### src/hdl/rvCorePkg.sv
// rv32i core package with word types, alu codes, access widths and pipeline structs
`default_nettype none

package rvCorePkg;

  // data, address and instruction word
  typedef logic [31:0] xlenWord;
  // architectural register number
  typedef logic [4:0]  regIdx;
  // alu operation select
  typedef logic [3:0]  aluOpT;
  // load and store access size
  typedef logic [1:0]  memWidthT;

  // arithmetic and logic group
  localparam aluOpT ALU_ADD   = 4'd0;
  localparam aluOpT ALU_SUB   = 4'd1;
  localparam aluOpT ALU_SLL   = 4'd2;
  localparam aluOpT ALU_SLT   = 4'd3;
  localparam aluOpT ALU_SLTU  = 4'd4;
  localparam aluOpT ALU_XOR   = 4'd5;
  localparam aluOpT ALU_SRL   = 4'd6;
  localparam aluOpT ALU_SRA   = 4'd7;
  localparam aluOpT ALU_OR    = 4'd8;
  localparam aluOpT ALU_AND   = 4'd9;
  // lui result is the immediate itself
  localparam aluOpT ALU_PASSB = 4'd10;

  // branch compares reuse the low codes
  // only read when isBranch is set
  localparam aluOpT ALU_EQ    = 4'd0;
  localparam aluOpT ALU_NE    = 4'd1;
  localparam aluOpT ALU_LT    = 4'd2;
  localparam aluOpT ALU_GE    = 4'd3;
  localparam aluOpT ALU_LTU   = 4'd4;
  localparam aluOpT ALU_GEU   = 4'd5;

  // same encoding as funct3[1:0] of loads and stores
  localparam memWidthT MEM_BYTE = 2'd0;
  localparam memWidthT MEM_HALF = 2'd1;
  localparam memWidthT MEM_WORD = 2'd2;

  // decoder output for one instruction
  typedef struct packed {
    aluOpT    aluOp;
    memWidthT memWidth;
    regIdx    rd;
    regIdx    rs1;
    regIdx    rs2;
    xlenWord  imm;
    logic     regWen;
    logic     useImm;
    logic     usePc;
    logic     isBranch;
    logic     isJal;
    logic     isJalr;
    logic     isLoad;
    logic     isStore;
    logic     loadUnsigned;
    logic     isEbreak;
    logic     isIllegal;
  } decodedInst;

  // contents of the decode to execute register
  typedef struct packed {
    logic       valid;
    xlenWord    pc;
    decodedInst dec;
    xlenWord    rs1Val;
    xlenWord    rs2Val;
  } execBundle;

  // one register write as seen on the trace port
  typedef struct packed {
    logic    valid;
    xlenWord pc;
    regIdx   rd;
    xlenWord data;
  } retireInfo;

endpackage

`default_nettype wire

### src/hdl/instDecoder.sv
// rv32i decoder producing alu selects, control flags, immediates and illegal detection
`default_nettype none

module instDecoder import rvCorePkg::*; (
  input  wire xlenWord inst,
  output decodedInst   dec
);

  // major opcodes
  localparam logic [6:0] OP_LUI    = 7'b0110111;
  localparam logic [6:0] OP_AUIPC  = 7'b0010111;
  localparam logic [6:0] OP_JAL    = 7'b1101111;
  localparam logic [6:0] OP_JALR   = 7'b1100111;
  localparam logic [6:0] OP_BRANCH = 7'b1100011;
  localparam logic [6:0] OP_LOAD   = 7'b0000011;
  localparam logic [6:0] OP_STORE  = 7'b0100011;
  localparam logic [6:0] OP_IMM    = 7'b0010011;
  localparam logic [6:0] OP_REG    = 7'b0110011;
  localparam logic [6:0] OP_SYSTEM = 7'b1110011;
  // the only system instruction kept
  localparam xlenWord    EBREAK    = 32'h0010_0073;

  logic [6:0] opcode;
  logic [2:0] funct3;
  logic [6:0] funct7;
  xlenWord    immI;
  xlenWord    immS;
  xlenWord    immB;
  xlenWord    immU;
  xlenWord    immJ;

  assign opcode = inst[6:0];
  assign funct3 = inst[14:12];
  assign funct7 = inst[31:25];

  // immediates, all sign extended from bit 31
  assign immI = {{20{inst[31]}}, inst[31:20]};
  assign immS = {{20{inst[31]}}, inst[31:25], inst[11:7]};
  assign immB = {{19{inst[31]}}, inst[31], inst[7], inst[30:25], inst[11:8], 1'b0};
  assign immU = {inst[31:12], 12'b0};
  assign immJ = {{11{inst[31]}}, inst[31], inst[19:12], inst[20], inst[30:21], 1'b0};

  // funct3 to alu code, alt picks sub or sra
  function automatic aluOpT arithOp(input logic [2:0] f3, input logic alt);
    case (f3)
      3'b000:  arithOp = alt ? ALU_SUB : ALU_ADD;
      3'b001:  arithOp = ALU_SLL;
      3'b010:  arithOp = ALU_SLT;
      3'b011:  arithOp = ALU_SLTU;
      3'b100:  arithOp = ALU_XOR;
      3'b101:  arithOp = alt ? ALU_SRA : ALU_SRL;
      3'b110:  arithOp = ALU_OR;
      default: arithOp = ALU_AND;
    endcase
  endfunction

  always_comb begin
    dec              = '0;
    dec.rd           = inst[11:7];
    dec.rs1          = inst[19:15];
    dec.rs2          = inst[24:20];
    dec.aluOp        = ALU_ADD;
    // loads and stores carry size and sign in funct3
    dec.memWidth     = memWidthT'(funct3[1:0]);
    dec.loadUnsigned = funct3[2];
    case (opcode)
      OP_LUI: begin
        dec.imm    = immU;
        dec.useImm = 1'b1;
        dec.aluOp  = ALU_PASSB;
        dec.regWen = 1'b1;
      end
      OP_AUIPC: begin
        dec.imm    = immU;
        dec.useImm = 1'b1;
        dec.usePc  = 1'b1;
        dec.regWen = 1'b1;
      end
      OP_JAL: begin
        // alu forms the target, writeback takes pc+4
        dec.imm    = immJ;
        dec.useImm = 1'b1;
        dec.usePc  = 1'b1;
        dec.isJal  = 1'b1;
        dec.regWen = 1'b1;
      end
      OP_JALR: begin
        dec.imm       = immI;
        dec.useImm    = 1'b1;
        dec.isJalr    = 1'b1;
        dec.regWen    = 1'b1;
        dec.isIllegal = (funct3 != 3'b000);
      end
      OP_BRANCH: begin
        // alu compares rs1 with rs2
        dec.imm      = immB;
        dec.isBranch = 1'b1;
        case (funct3)
          3'b000:  dec.aluOp = ALU_EQ;
          3'b001:  dec.aluOp = ALU_NE;
          3'b100:  dec.aluOp = ALU_LT;
          3'b101:  dec.aluOp = ALU_GE;
          3'b110:  dec.aluOp = ALU_LTU;
          3'b111:  dec.aluOp = ALU_GEU;
          default: dec.isIllegal = 1'b1;
        endcase
      end
      OP_LOAD: begin
        dec.imm       = immI;
        dec.useImm    = 1'b1;
        dec.isLoad    = 1'b1;
        dec.regWen    = 1'b1;
        dec.isIllegal = funct3 inside {3'b011, 3'b110, 3'b111};
      end
      OP_STORE: begin
        dec.imm       = immS;
        dec.useImm    = 1'b1;
        dec.isStore   = 1'b1;
        dec.isIllegal = funct3[2] | (funct3[1:0] == 2'b11);
      end
      OP_IMM: begin
        dec.imm    = immI;
        dec.useImm = 1'b1;
        dec.regWen = 1'b1;
        // addi has no subtract form
        dec.aluOp  = arithOp(funct3, (funct3 == 3'b101) & funct7[5]);
        // shift immediates keep funct7 clean apart from the sra bit
        if (funct3 == 3'b001) begin
          dec.isIllegal = (funct7 != 7'b0000000);
        end else if (funct3 == 3'b101) begin
          dec.isIllegal = !(funct7 inside {7'b0000000, 7'b0100000});
        end
      end
      OP_REG: begin
        dec.regWen    = 1'b1;
        dec.aluOp     = arithOp(funct3, funct7[5]);
        dec.isIllegal = (funct7 != 7'b0000000) &&
                        !((funct7 == 7'b0100000) && (funct3 inside {3'b000, 3'b101}));
      end
      OP_SYSTEM: begin
        // ecall and csr ops are not kept
        dec.isEbreak  = (inst == EBREAK);
        dec.isIllegal = (inst != EBREAK);
      end
      default: dec.isIllegal = 1'b1;
    endcase
    // unknown encodings must not touch state
    if (dec.isIllegal) begin
      dec.regWen  = 1'b0;
      dec.isStore = 1'b0;
    end
  end

endmodule

`default_nettype wire

### config.mk
export PLATFORM = sky130hd
export DESIGN_NAME = instDecoder
export DESIGN_NICKNAME = d
export VERILOG_FILES = /design/src/hdl/rvCorePkg.sv /design/src/hdl/instDecoder.sv
export SDC_FILE = /design/constraint.sdc
export NUM_CORES = 1
export LEC_CHECK = 0
export BUFFER_PORTS_ARGS = -buffer_cell sky130_fd_sc_hd__buf_2
export CELL_PAD_IN_SITES_DETAIL_PLACEMENT = 1
export CELL_PAD_IN_SITES_GLOBAL_PLACEMENT = 1
export CORE_ASPECT_RATIO = 0.75
export CORE_MARGIN = 2
export CORE_UTILIZATION = 26
export DETAILED_ROUTE_END_ITERATION = 7
export PLACE_DENSITY_LB_ADDON = 0.1
export SETUP_SLACK_MARGIN = 0.5
export SYNTH_ARGS = -nofsm -noshare
export SYNTH_HDL_FRONTEND = slang
export SYNTH_SLANG_ARGS = --single-unit
### constraint.sdc
create_clock -name vclk -period 3.6
set_input_delay 0.36 -clock vclk [all_inputs]
set_output_delay 0.36 -clock vclk [all_outputs]
set_load 0.05 [all_outputs]
Word level (Yosys, flattened, before mapping)
Index checks and enable logic that the tools add are counted.
{"block": "totals", "regBits": 0, "output_inout_bits": 64}
{"block": "op_classes", "n_eq_ne": 21, "muxes": 24, "n_bitwise": 2, "n_reduce_logical": 18}
{"op": "$pmux W32 S5", "count": 1}
{"op": "$pmux W4 S7", "count": 2}
{"op": "$eq A32 B21 Y1 const B", "count": 1}
{"op": "$ne A32 B21 Y1 const B", "count": 1}
{"op": "$eq A7 B6 Y1 const B", "count": 4}
{"op": "$eq A7 B7 Y1 const B", "count": 4}
{"op": "$mux W1", "count": 18}
{"op": "$pmux W4 S4", "count": 1}
{"op": "$pmux W3 S5", "count": 1}
{"op": "$eq A7 B5 Y1 const B", "count": 2}
{"op": "$reduce_or A7 Y1", "count": 2}
{"op": "$eq A3 B3 Y1 const B", "count": 4}
{"op": "$pmux W1 S8", "count": 1}
{"op": "$eq A7 B2 Y1 const B", "count": 1}
{"op": "$logic_not A7 Y1", "count": 1}
{"op": "$reduce_bool A7 Y1", "count": 1}
{"op": "$eq A3 B2 Y1 const B", "count": 2}
{"op": "$reduce_bool A3 Y1", "count": 2}
{"op": "$reduce_or A3 Y1", "count": 2}
{"op": "$reduce_or A6 Y1", "count": 1}
{"op": "$reduce_bool A2 Y1", "count": 2}
{"op": "$reduce_or A2 Y1", "count": 2}
{"op": "$eq A3 B1 Y1 const B", "count": 1}
{"op": "$logic_not A3 Y1", "count": 1}
{"op": "5 further kinds", "count": 7}

Depth between registers and ports, before layout
Gate-level depths: netlist of the first run.
{"block": "logic_depth", "ltp_word": 7, "mapped_depth": 7}

Worst setup path after synthesis of the first run
Ideal clock, no wire load.
{"block": "synth_timing", "path_type": "input port to output port", "startpoint": "input inst[2]", "endpoint": "output dec[3] (netlist name)", "arrival_ns": 3.345, "t_required_ns": 3.240, "setup_slack_ns": -0.105, "path_stages": 4, "path_buffers": 1, "cell_sequence": "buf_6 -> nand4bb_4 -> nand2b_4 -> a2111oi_0"}
{"element": "from (decl)", "line_no": "instDecoder.sv:5", "rtl": "input wire xlenWord inst,"}
{"element": "to (decl)", "line_no": "instDecoder.sv:6", "rtl": "output decodedInst dec"}

==> results summary, run 1 <==
At the worst endpoint, the required time is 3240 ps. On the worst path, the slowest cell contributes a delay of 570 ps. The port buffer count is 96. The max-capacitance violation count came out at 0. The library cell with the largest summed area after synthesis is a21o_1. The sum of buffers and inverters on the critical path came out at 2.

The worst slew margin relative to its limit came out at about half. The family with the most delay on the worst path is simple AND/OR/NAND/NOR gates. The achievable frequency came out at around 0.37 GHz. The aggregate global routing overflow came out at 0. The aggregate routed wire length came out at 4340 um. The die span in y came out at 58.7 um. The via-per-instance ratio is 5.08. Excluding fillers, the count of instances in the completed layout stands at 284. The post-CTS setup-driven buffer insertion count came out at 0. The most frequent cell on the critical path is buf_2. The initial antenna violation count is 0. The critical path data arrival time came out at 2310 ps.

The maximum number of pins on one net before global-route repair came out at 18. The arithmetic-cell share of the synthesized area counting full adders, half adders and majority gates is less than 1%. The multiplexer fraction of the synthesized cell area is 0%. The area growth from synthesis to layout is 34.8%. The endpoint class of the critical path is an output port. The number of search-and-repair iterations in the first detailed-routing pass is 4. The sequential cells in the finished layout cover a total of 0 um^2. The clock buffer count came out at 0.

Summed over all failing endpoints, the final setup total negative slack is 0 ps. Once detailed placement completed, the half-perimeter wirelength came to 3550 um. The via count of the first global-routing pass is 1313.

The global router's overall resource usage came out at 18.3%. The average footprint of a synthesized cell came out at 6.36 um^2. The post-synthesis cell area came out at between 1000 and 1500 um^2. The floorplan row count came out at 19. For this design the static power due to leakage is 0.000891 uW.

After Yosys synthesis, and, or, nand and nor cells account for 40.8% of the synthesized area. The global placer's final weighted congestion came out at ~0.82. The placeable core region is 3730 um^2. Setup violations remaining at the end of the flow were counted as 0. The worst-case vdd ir drop is 70.5 uV. The die width came out at 76.9 um.

The critical path goes through buf_2, nor2b_1, nand3_1, and2_1, nor2_1, a21o_1, buf_2. The slowest library cell on the worst path is nor2_1. The total count of hold-check failures in the final report is 0. The routed wirelength normalized by instance count is 15.3 um.

The placement-stage cell area came out at around 1400 um^2. The sequential cell count came out at 0. For the pin with the worst max-slew slack, the measured transition is 749 ps.

In the post-synthesis netlist, the biggest area contributors are a21o_1 (14%), buf_4 (13%), nand2_1 (5.4%). Setup repair after global routing left no endpoint under its margin. The number of nets with antenna violations after routing came out at 0.

In this run, distinct cell masters in the synthesized netlist total 38. After synthesis, the largest family of logic cells by area is simple AND/OR/NAND/NOR gates. The total of cells resized after clock tree synthesis is 0.

96 I/O pins were placed. The parity-gate share of the synthesized area counting xor and xnor cells came out at 0%. The type of the worst min-delay path is in -> out. Cells with a size suffix above 1 make up a little under half of the layout.

The starting utilization of the core area is 27.8%. The final non-filler cell area came out at 1400 um^2. The worst setup path is launched from an input pin. The flow ran to the end, and the final reports show no timing, DRC or antenna violations.

The complex-gate fraction of the synthesized area is a little over a third. The violation count after the first detailed-route iteration is 76. The net count of the mapped netlist is 195. The number of antenna diodes is 0. In this run the worst path has a maximum fanout of 17.

The first-pass GRT wire length is about 6900 um. The number of placed instances with taps included came out at around 280. The area of the die came out at 4510 um^2. The fraction of the yosys area taken by sequential cells is 0%. The number of instances in the synthesized netlist came out at between 150 and 200.

The worst setup path is of the in -> out kind. The final-report max-slew violation count is 0. The final net count is 266. The post-route DRC violation count is 0. The time the worst path needs with I/O delays and setup is 2670 ps.

Across all layers, the routed design uses 1444 vias. The total power per unit cell area is ~120 nW/um^2. During synthesis, Yosys emitted a total of 0 warnings. The share of Yosys cell area claimed by the top area cell type is 13.8%. The ratio of final minimum period to clock period came out at between 70% and 80%. The total of hold buffers inserted after clock tree synthesis is 0.
-- metrics by stage --
step | hold WS (ps) | setup slack [ps] | power [uW] | util (%)
4_1_cts | 1040 | 960 | 173 | 37.4
2_1_floorplan | 887 | 565 | 134 | -
3_5_place_dp | 1040 | 963 | 173 | 37.4
6_report | 1040 | 932 | 172 | 37.4
5_1_grt | 1040 | 730 | 185 | 37.4
3_3_place_gp | 1040 | 958 | 173 | 37.4
-- final cells by class --
cell class	count	area, um^2
Fill cell	536	2340
Inverter	5	18.8
Multi-Input combinational cell	130	825
Tap cell	52	65.1
Timing Repair Buffer	97	488
-- per-layer routing --
layer | part of all wire (%) | global-route usage [%] | vias to the layer above
met4 | 0 | 0 | 0
met1 | 49 | 29.0 | 677
met3 | 4.4 | 0.920 | 0
li1 | - | - | 727
met5 | 0 | 0 | -
met2 | 46 | 28.9 | 40
-- placed cells by master, fill, tap and decap left out, types with 3 or more instances in the layout --
master	netlist	final
or2_2	3	3
nor2_1	15	15
a22o_1	4	4
o21ai_0	9	9
inv_1	5	5
nand2b_1	3	3
o22ai_1	3	3
nand2_1	15	15
buf_2	4	96
a21o_1	19	19
and2_1	7	7
nor3_1	6	5
nand3_1	9	9
a21oi_1	8	8
nor4_1	6	5
-- path summary, 6_finish.rpt --
check | slack (ps) | end | cells after the start | startpoint
setup / recovery | 930 | dec[39] | 7 | inst[5]
hold / removal | 1040 | dec[50] | 2 | inst[17]
-- synth_stat cells, drive strengths merged (3+ instances only) --
library cell	n
inv	5
a21o	19
o21ai	9
nand3	9
nand2b	4
buf	23
clkbuf	5
a22o	4
o22ai	3
a21oi	8
nor3	6
and2	7
or2	3
nor2	15
nand2	15
nor4	6
-- power by group --
part	internal [uW]	switching (uW)	total [uW]
clock network	0	0	0
registers	0	0	0
logic	43.9	128	172
-- cell families (layout without fill, tap and decap cells) --
family                   count (synthesis)  after routing
AND/OR/NAND/NOR                         76             76
AO/OA/AOI/OAI                           53             53
adder cells (fa/ha/maj)                  1              1
buffers and inverters                   33            102
(Power assumes the default switching activity.)
==> inputs of run 2 (changes only) <==
--- a/config.mk
+++ b/config.mk
@@ -10,7 +10,7 @@
 export CELL_PAD_IN_SITES_GLOBAL_PLACEMENT = 1
 export CORE_ASPECT_RATIO = 0.75
 export CORE_MARGIN = 2
-export CORE_UTILIZATION = 26
+export CORE_UTILIZATION = 24
 export DETAILED_ROUTE_END_ITERATION = 7
 export PLACE_DENSITY_LB_ADDON = 0.1
 export SETUP_SLACK_MARGIN = 0.5
==> constraint.sdc (replaced) <==
create_clock -name vclk -period 2.69
set_input_delay 0.269 -clock vclk [all_inputs]
set_output_delay 0.269 -clock vclk [all_outputs]
set_load 0.05 [all_outputs]
==> run 2 against run 1 <==
Effect of this change:
- cell area up 9.1%
- clock-buffer cell count unchanged
- die area grew 7.8%
- global-route usage decreased by 0.37 points
- largest power group unchanged
- highest routed layer is now met4
==> results summary, run 2 (synthesized netlist as in run 1, its figures left out) <==
The worst-case vdd ir drop came out at 58.9 uV (was 70.5 uV). The final non-filler cell area is 1520 um^2 (was 1400 um^2). The register area came to 0 um^2 (unchanged). The clock buffer count came to 0 (unchanged). The placeable core region came out at 4100 um^2 (was 3730 um^2). The die span in y came out at 60.9 um (was 58.7 um). The worst slew margin relative to its limit is 73.8% (was 49.9%). The maximum number of pins on one net before global-route repair is 18 (unchanged). The post-route DRC violation count came out at 0 (unchanged). The peak fanout along the critical path is 12 (was 17). The global placer's final weighted congestion is 0.873 (was 0.819). The number of nets with antenna violations after routing is 0 (unchanged). The aggregate routed wire length is 4640 um (was 4340 um).

The layout cell share with drive strength beyond 1 is 51.5% (was 45.7%). The stage delay of the slowest cell on the critical path was 390 ps (was 570 ps). The total of hold buffers inserted after clock tree synthesis came out at 0 (unchanged). The total power per unit cell area came out at 159 nW/um^2 (was 123 nW/um^2).

The top-level port count came out at 96 (unchanged). The max-capacitance violation count is 0 (unchanged). The number of instances on the worst hold path is 2 (unchanged). The via-per-instance ratio came out at 5.01 (was 5.08). The actual transition at the worst max-transition pin came out at 389 ps (was 749 ps).

Run status: finished, final reports clean (unchanged). The final hold slack was 852 ps (was 1040 ps). The floorplan row count is 20 (was 19).

The die width is 79.9 um (was 76.9 um). The slowest library cell on the worst path is or3_1 (was nor2_1). The global router's overall resource usage is 17.9% (was 18.3%). The placement-stage cell area came out at 1460 um^2 (was 1400 um^2). The violation count after the first detailed-route iteration is 52 (was 76).

The number of search-and-repair iterations in the first detailed-routing pass came to 5 (was 4). The type of the worst min-delay path is in -> out (unchanged). The sum of negative setup slack came out at 0 ps (unchanged). The first-pass GRT wire length is 7000 um (was 6870 um).

CP cell instances: buf_2, nand4bb_4, nand2b_4, or3_1, and3_1, and4_1, buf_4 (was buf_2, nor2b_1, nand3_1, and2_1, nor2_1, a21o_1, buf_2). The met3 global-route usage came out at 0.744% (was 0.920%). The final setup violation count is 0 (unchanged). The achievable frequency came out at 0.469 GHz.

The sequential cell count came out at 0 (unchanged). The classification of the worst setup path was in -> out (unchanged). The final net count came out at 273 (was 266). The starting utilization of the core area is 25.2% (was 27.8%). Unrepaired setup endpoints after global routing: no (unchanged). The met1 layer usage reported by global route is 28.1% (was 29.0%). The worst path uses 79.2% of the clock period.

The via count of the first global-routing pass was 1358 (was 1313). The overall power of the completed layout came out at 243 uW (was 172 uW). The worst endpoint required time is 2420 ps (was 3240 ps).

The routed wirelength normalized by instance count was 15.8 um (was 15.3 um). The post-DP HPWL is 3810 um (was 3550 um). The met2 capacity usage during global routing is 29.1% (was 28.9%). The kind of start point of the critical path is an input pin (unchanged). The aggregate global routing overflow is 0 (unchanged). The busiest metal layer after global routing was met2 (was met1).

The port buffer count came out at 96 (unchanged). The critical path data arrival time is 1860 ps (was 2310 ps). The final-report max-slew violation count was 0 (unchanged). The time the worst path needs with I/O delays and setup is 2130 ps.

The endpoint class of the critical path was an output port (unchanged). The initial antenna violation count is 0 (unchanged). The growth of design area from synthesis to finish was 47.1% (was 34.8%). The leakage power is 0.000931 uW (was 0.000891 uW). The total number of vias came out at 1474 (was 1444). The most frequent standard cell in the layout excluding fill and tap cells is buf_2 (unchanged).

The number of antenna diodes was 0 (unchanged). The area of the die came out at 4860 um^2 (was 4510 um^2). The total count of hold-check failures in the final report came out at 0 (unchanged). Most frequent cells in the layout: buf_2 (87), a21o_1 (19), nand2_1 (14), nor2_1 (14) (was buf_2 (96), a21o_1 (19), nand2_1 (15), nor2_1 (15)).
-- run 2: where the power goes --
group          leakage, uW  switching (uW)  internal, uW
Sequential               0               0             0
Combinational     0.000931             178          64.7
Clock                    0               0             0
Total             0.000931             178          64.7
-- run 2: final cells by class --
class	count	area, um^2
Inverter	5	18.8
Multi-Input combinational cell	130	873
Timing Repair Buffer	104	563
Tap cell	55	68.8
Fill cell	574	2580
-- run 2: path summary, 6_finish.rpt --
path,start,end,slack [ps]
max,inst[3],dec[10],560
min,inst[15],dec[48],850
-- run 2: metal layers --
metal | vias to the layer above | wire (um)
li1 | 742 | -
met1 | 688 | 2320
met2 | 42 | 2090
met3 | 2 | 224
met4 | 0 | 1
met5 | - | 0
-- run 2: what timing repair did --
action | in CTS | in global routing
setup endpoints to repair | 9 | 29
pin swaps | 1 | 1
buffers inserted | 2 | 1
gates resized for setup | 2 | 14
-- run 2: per-stage QoR --
step | setup WS [ps] | util (%) | std cells
after floorplan | 506 | - | 163
after CTS | 530 | 36.0 | 293
after detailed placement | 360 | 35.5 | 291
after global routing | 484 | 37.1 | 294
after global placement | 430 | 35.5 | 291
final | 560 | 37.1 | 294
-- run 2: critical path, delay by kind of cell --
kind	cells	cell delay, ps
AND/OR/NAND/NOR	5	1220
buffers and inverters	2	370
==> inputs of run 3 (changes only) <==
==> constraint.sdc (replaced) <==
create_clock -name vclk -period 2
set_input_delay 0.2 -clock vclk [all_inputs]
set_output_delay 0.2 -clock vclk [all_outputs]
set_load 0.05 [all_outputs]
==> run 3 against run 2 <==
Effect of this change:
- non-clock buffer count up 40
- final cell count up 14%
- die area unchanged
- global-route usage up 5.9 points
- largest cell class is now buffers
- worst hold slack worse by 130 ps
==> results summary, run 3 (synthesized netlist as in run 1, its figures left out) <==
Run status: finished, final reports clean (unchanged). The final-report max-slew violation count came out at 0 (unchanged). The starting utilization of the core area is 25.2% (unchanged). The die width came out at 79.9 um (unchanged).

The aggregate routed wire length came out at 8540 um (was 4640 um). The via-per-instance ratio is 5.61 (was 5.01). The first-pass GRT wire length came to 9180 um (was 7000 um). The maximum number of pins on one net before global-route repair is 12 (was 18). The sum of buffers and inverters on the critical path was 2 (unchanged). The peak fanout along the critical path was 2 (was 12). The count of placed standard cells in the final layout, fillers left out came out at 334 (was 294).

Most frequent cells in the layout: buf_2 (44), buf_8 (35), buf_6 (28), buf_4 (28), a21o_4 (17) (was buf_2 (87), a21o_1 (19), nand2_1 (14), nor2_1 (14)). The aggregate global routing overflow came to 0 (unchanged). The worst-case vdd ir drop is 97.7 uV (was 58.9 uV). Unrepaired setup endpoints after global routing: yes (was no). The overall power of the completed layout came to 551 uW (was 243 uW).

The number of search-and-repair iterations in the first detailed-routing pass came out at 4 (was 5). The slowest library cell on the worst path was or3_4 (was or3_1). The placeable core region is 4100 um^2 (unchanged). The number of antenna diodes is 0 (unchanged). The classification of the worst setup path was in -> out (unchanged). The stage delay of the slowest cell on the critical path came to 390 ps (about the same). The clock buffer count came to 0 (unchanged). The area of the die came to 4860 um^2 (unchanged). The actual transition at the worst max-transition pin was 367 ps (was 389 ps). The routed wirelength normalized by instance count is 25.6 um (was 15.8 um).

The total number of vias came out at 1875 (was 1474). The endpoint class of the critical path is an output port (unchanged). The global placer's final weighted congestion was 0.813 (was 0.873). The register area came out at 0 um^2 (unchanged).

The die span in y was 60.9 um (unchanged). The final setup violation count is 0 (unchanged). The sum of negative setup slack came out at 0 ps (unchanged).

Static timing analysis puts the maximum clock frequency at approximately 0.55 GHz. The post-DP HPWL is 4200 um (was 3810 um). The number of placed instances with taps included is 306 (was 291). The time the worst path needs with I/O delays and setup is 1830 ps.

The total count of hold-check failures in the final report came to 0 (unchanged). The total power per unit cell area came out at 189 nW/um^2 (was 159 nW/um^2). The final net count is 313 (was 273). The floorplan row count came out at 20 (unchanged). The slack of the critical path is 169 ps (was 560 ps).

The worst endpoint required time is 1800 ps (was 2420 ps). The growth of design area from synthesis to finish came to 181% (was 47.1%). The layout cell share with drive strength beyond 1 is 84.9% (was 51.5%). The most numerous cell type found on the critical path is buf_8. The violation count after the first detailed-route iteration came to 68 (was 52). The post-route DRC violation count was 0 (unchanged). The leakage power came out at 0.00133 uW (was 0.000931 uW). The sequential cell count is 0 (unchanged). The layout filler cell count is 433 (was 574). The type of the worst min-delay path is in -> out (unchanged). The kind of start point of the critical path is an input pin (unchanged).

The critical path data arrival time came out at 1630 ps (was 1860 ps). The total of hold buffers inserted after clock tree synthesis was 0 (unchanged). The global router's overall resource usage came out at 23.9% (was 17.9%). The initial antenna violation count came out at 0 (unchanged).

The most frequent standard cell in the layout excluding fill and tap cells was buf_2 (unchanged). The multi-input gate area in the final layout came to 1400 um^2 (was 873 um^2). The via count of the first global-routing pass came out at 1794 (was 1358). CP cell instances: buf_8, nand4bb_4, nand2b_4, or3_4, and3_4, and4_4, buf_8 (was buf_2, nand4bb_4, nand2b_4, or3_1, and3_1, and4_1, buf_4). The worst slew margin relative to its limit is 75.2% (was 73.8%). The worst setup timing slack at the placement stage is -30.4 ps (was 360 ps).

The ratio of final minimum period to clock period came out at 91.5%. The max-capacitance violation count came out at 0 (unchanged). The top-level port count came out at 96 (unchanged).

The family with the most delay on the worst path is simple AND/OR/NAND/NOR gates (unchanged). The number of nets with antenna violations after routing is 0 (unchanged). The port buffer count came out at 96 (unchanged).
## run 3: final timing paths
kind              startpoint  cells past startpoint  slack (ps)       to
setup / recovery     inst[2]                      7         170  dec[10]
hold / removal      inst[18]                      2         720  dec[51]
## run 3: what timing repair did
item,4_1_cts,5_1_grt
endpoints found under the hold margin,0,0
resized for setup,166,60
setup endpoints to repair,44,42
buffers inserted,11,15
pin swaps,19,25
gates cloned,1,1
## run 3: routing by layer
layer | vias to the layer above | routed length (um) | part of all wire (%) | global-route usage [%]
met5 | - | 0 | 0 | 0
met2 | 82 | 4320 | 51 | 44.3
li1 | 833 | - | - | -
met4 | 0 | 304 | 3.6 | 2.66
met1 | 934 | 3510 | 41 | 32.1
met3 | 26 | 407 | 4.8 | 1.34
## run 3: final cells by class
cell class         instances  share of cell area (%)
inverters                  5                   0.988
multi-input cells        130                    47.9
repair buffers           144                    48.7
well taps                 55                    2.36
## run 3: metrics by stage
step / util, % / hold slack, ps / cell area [um^2]
final: 71.0 / 724 / 2910
after global routing: 71.0 / 734 / 2910
after CTS: 61.4 / 722 / 2520
after detailed placement: 45.1 / 717 / 1850
after global placement: 45.1 / 715 / 1850
after floorplan: - / 567 / 1340
## run 3: power breakdown
group | internal (uW) | switching (uW) | total, uW
logic | 211 | 340 | 551
clock network | 0 | 0 | 0
registers | 0 | 0 | 0
total | 211 | 340 | 551
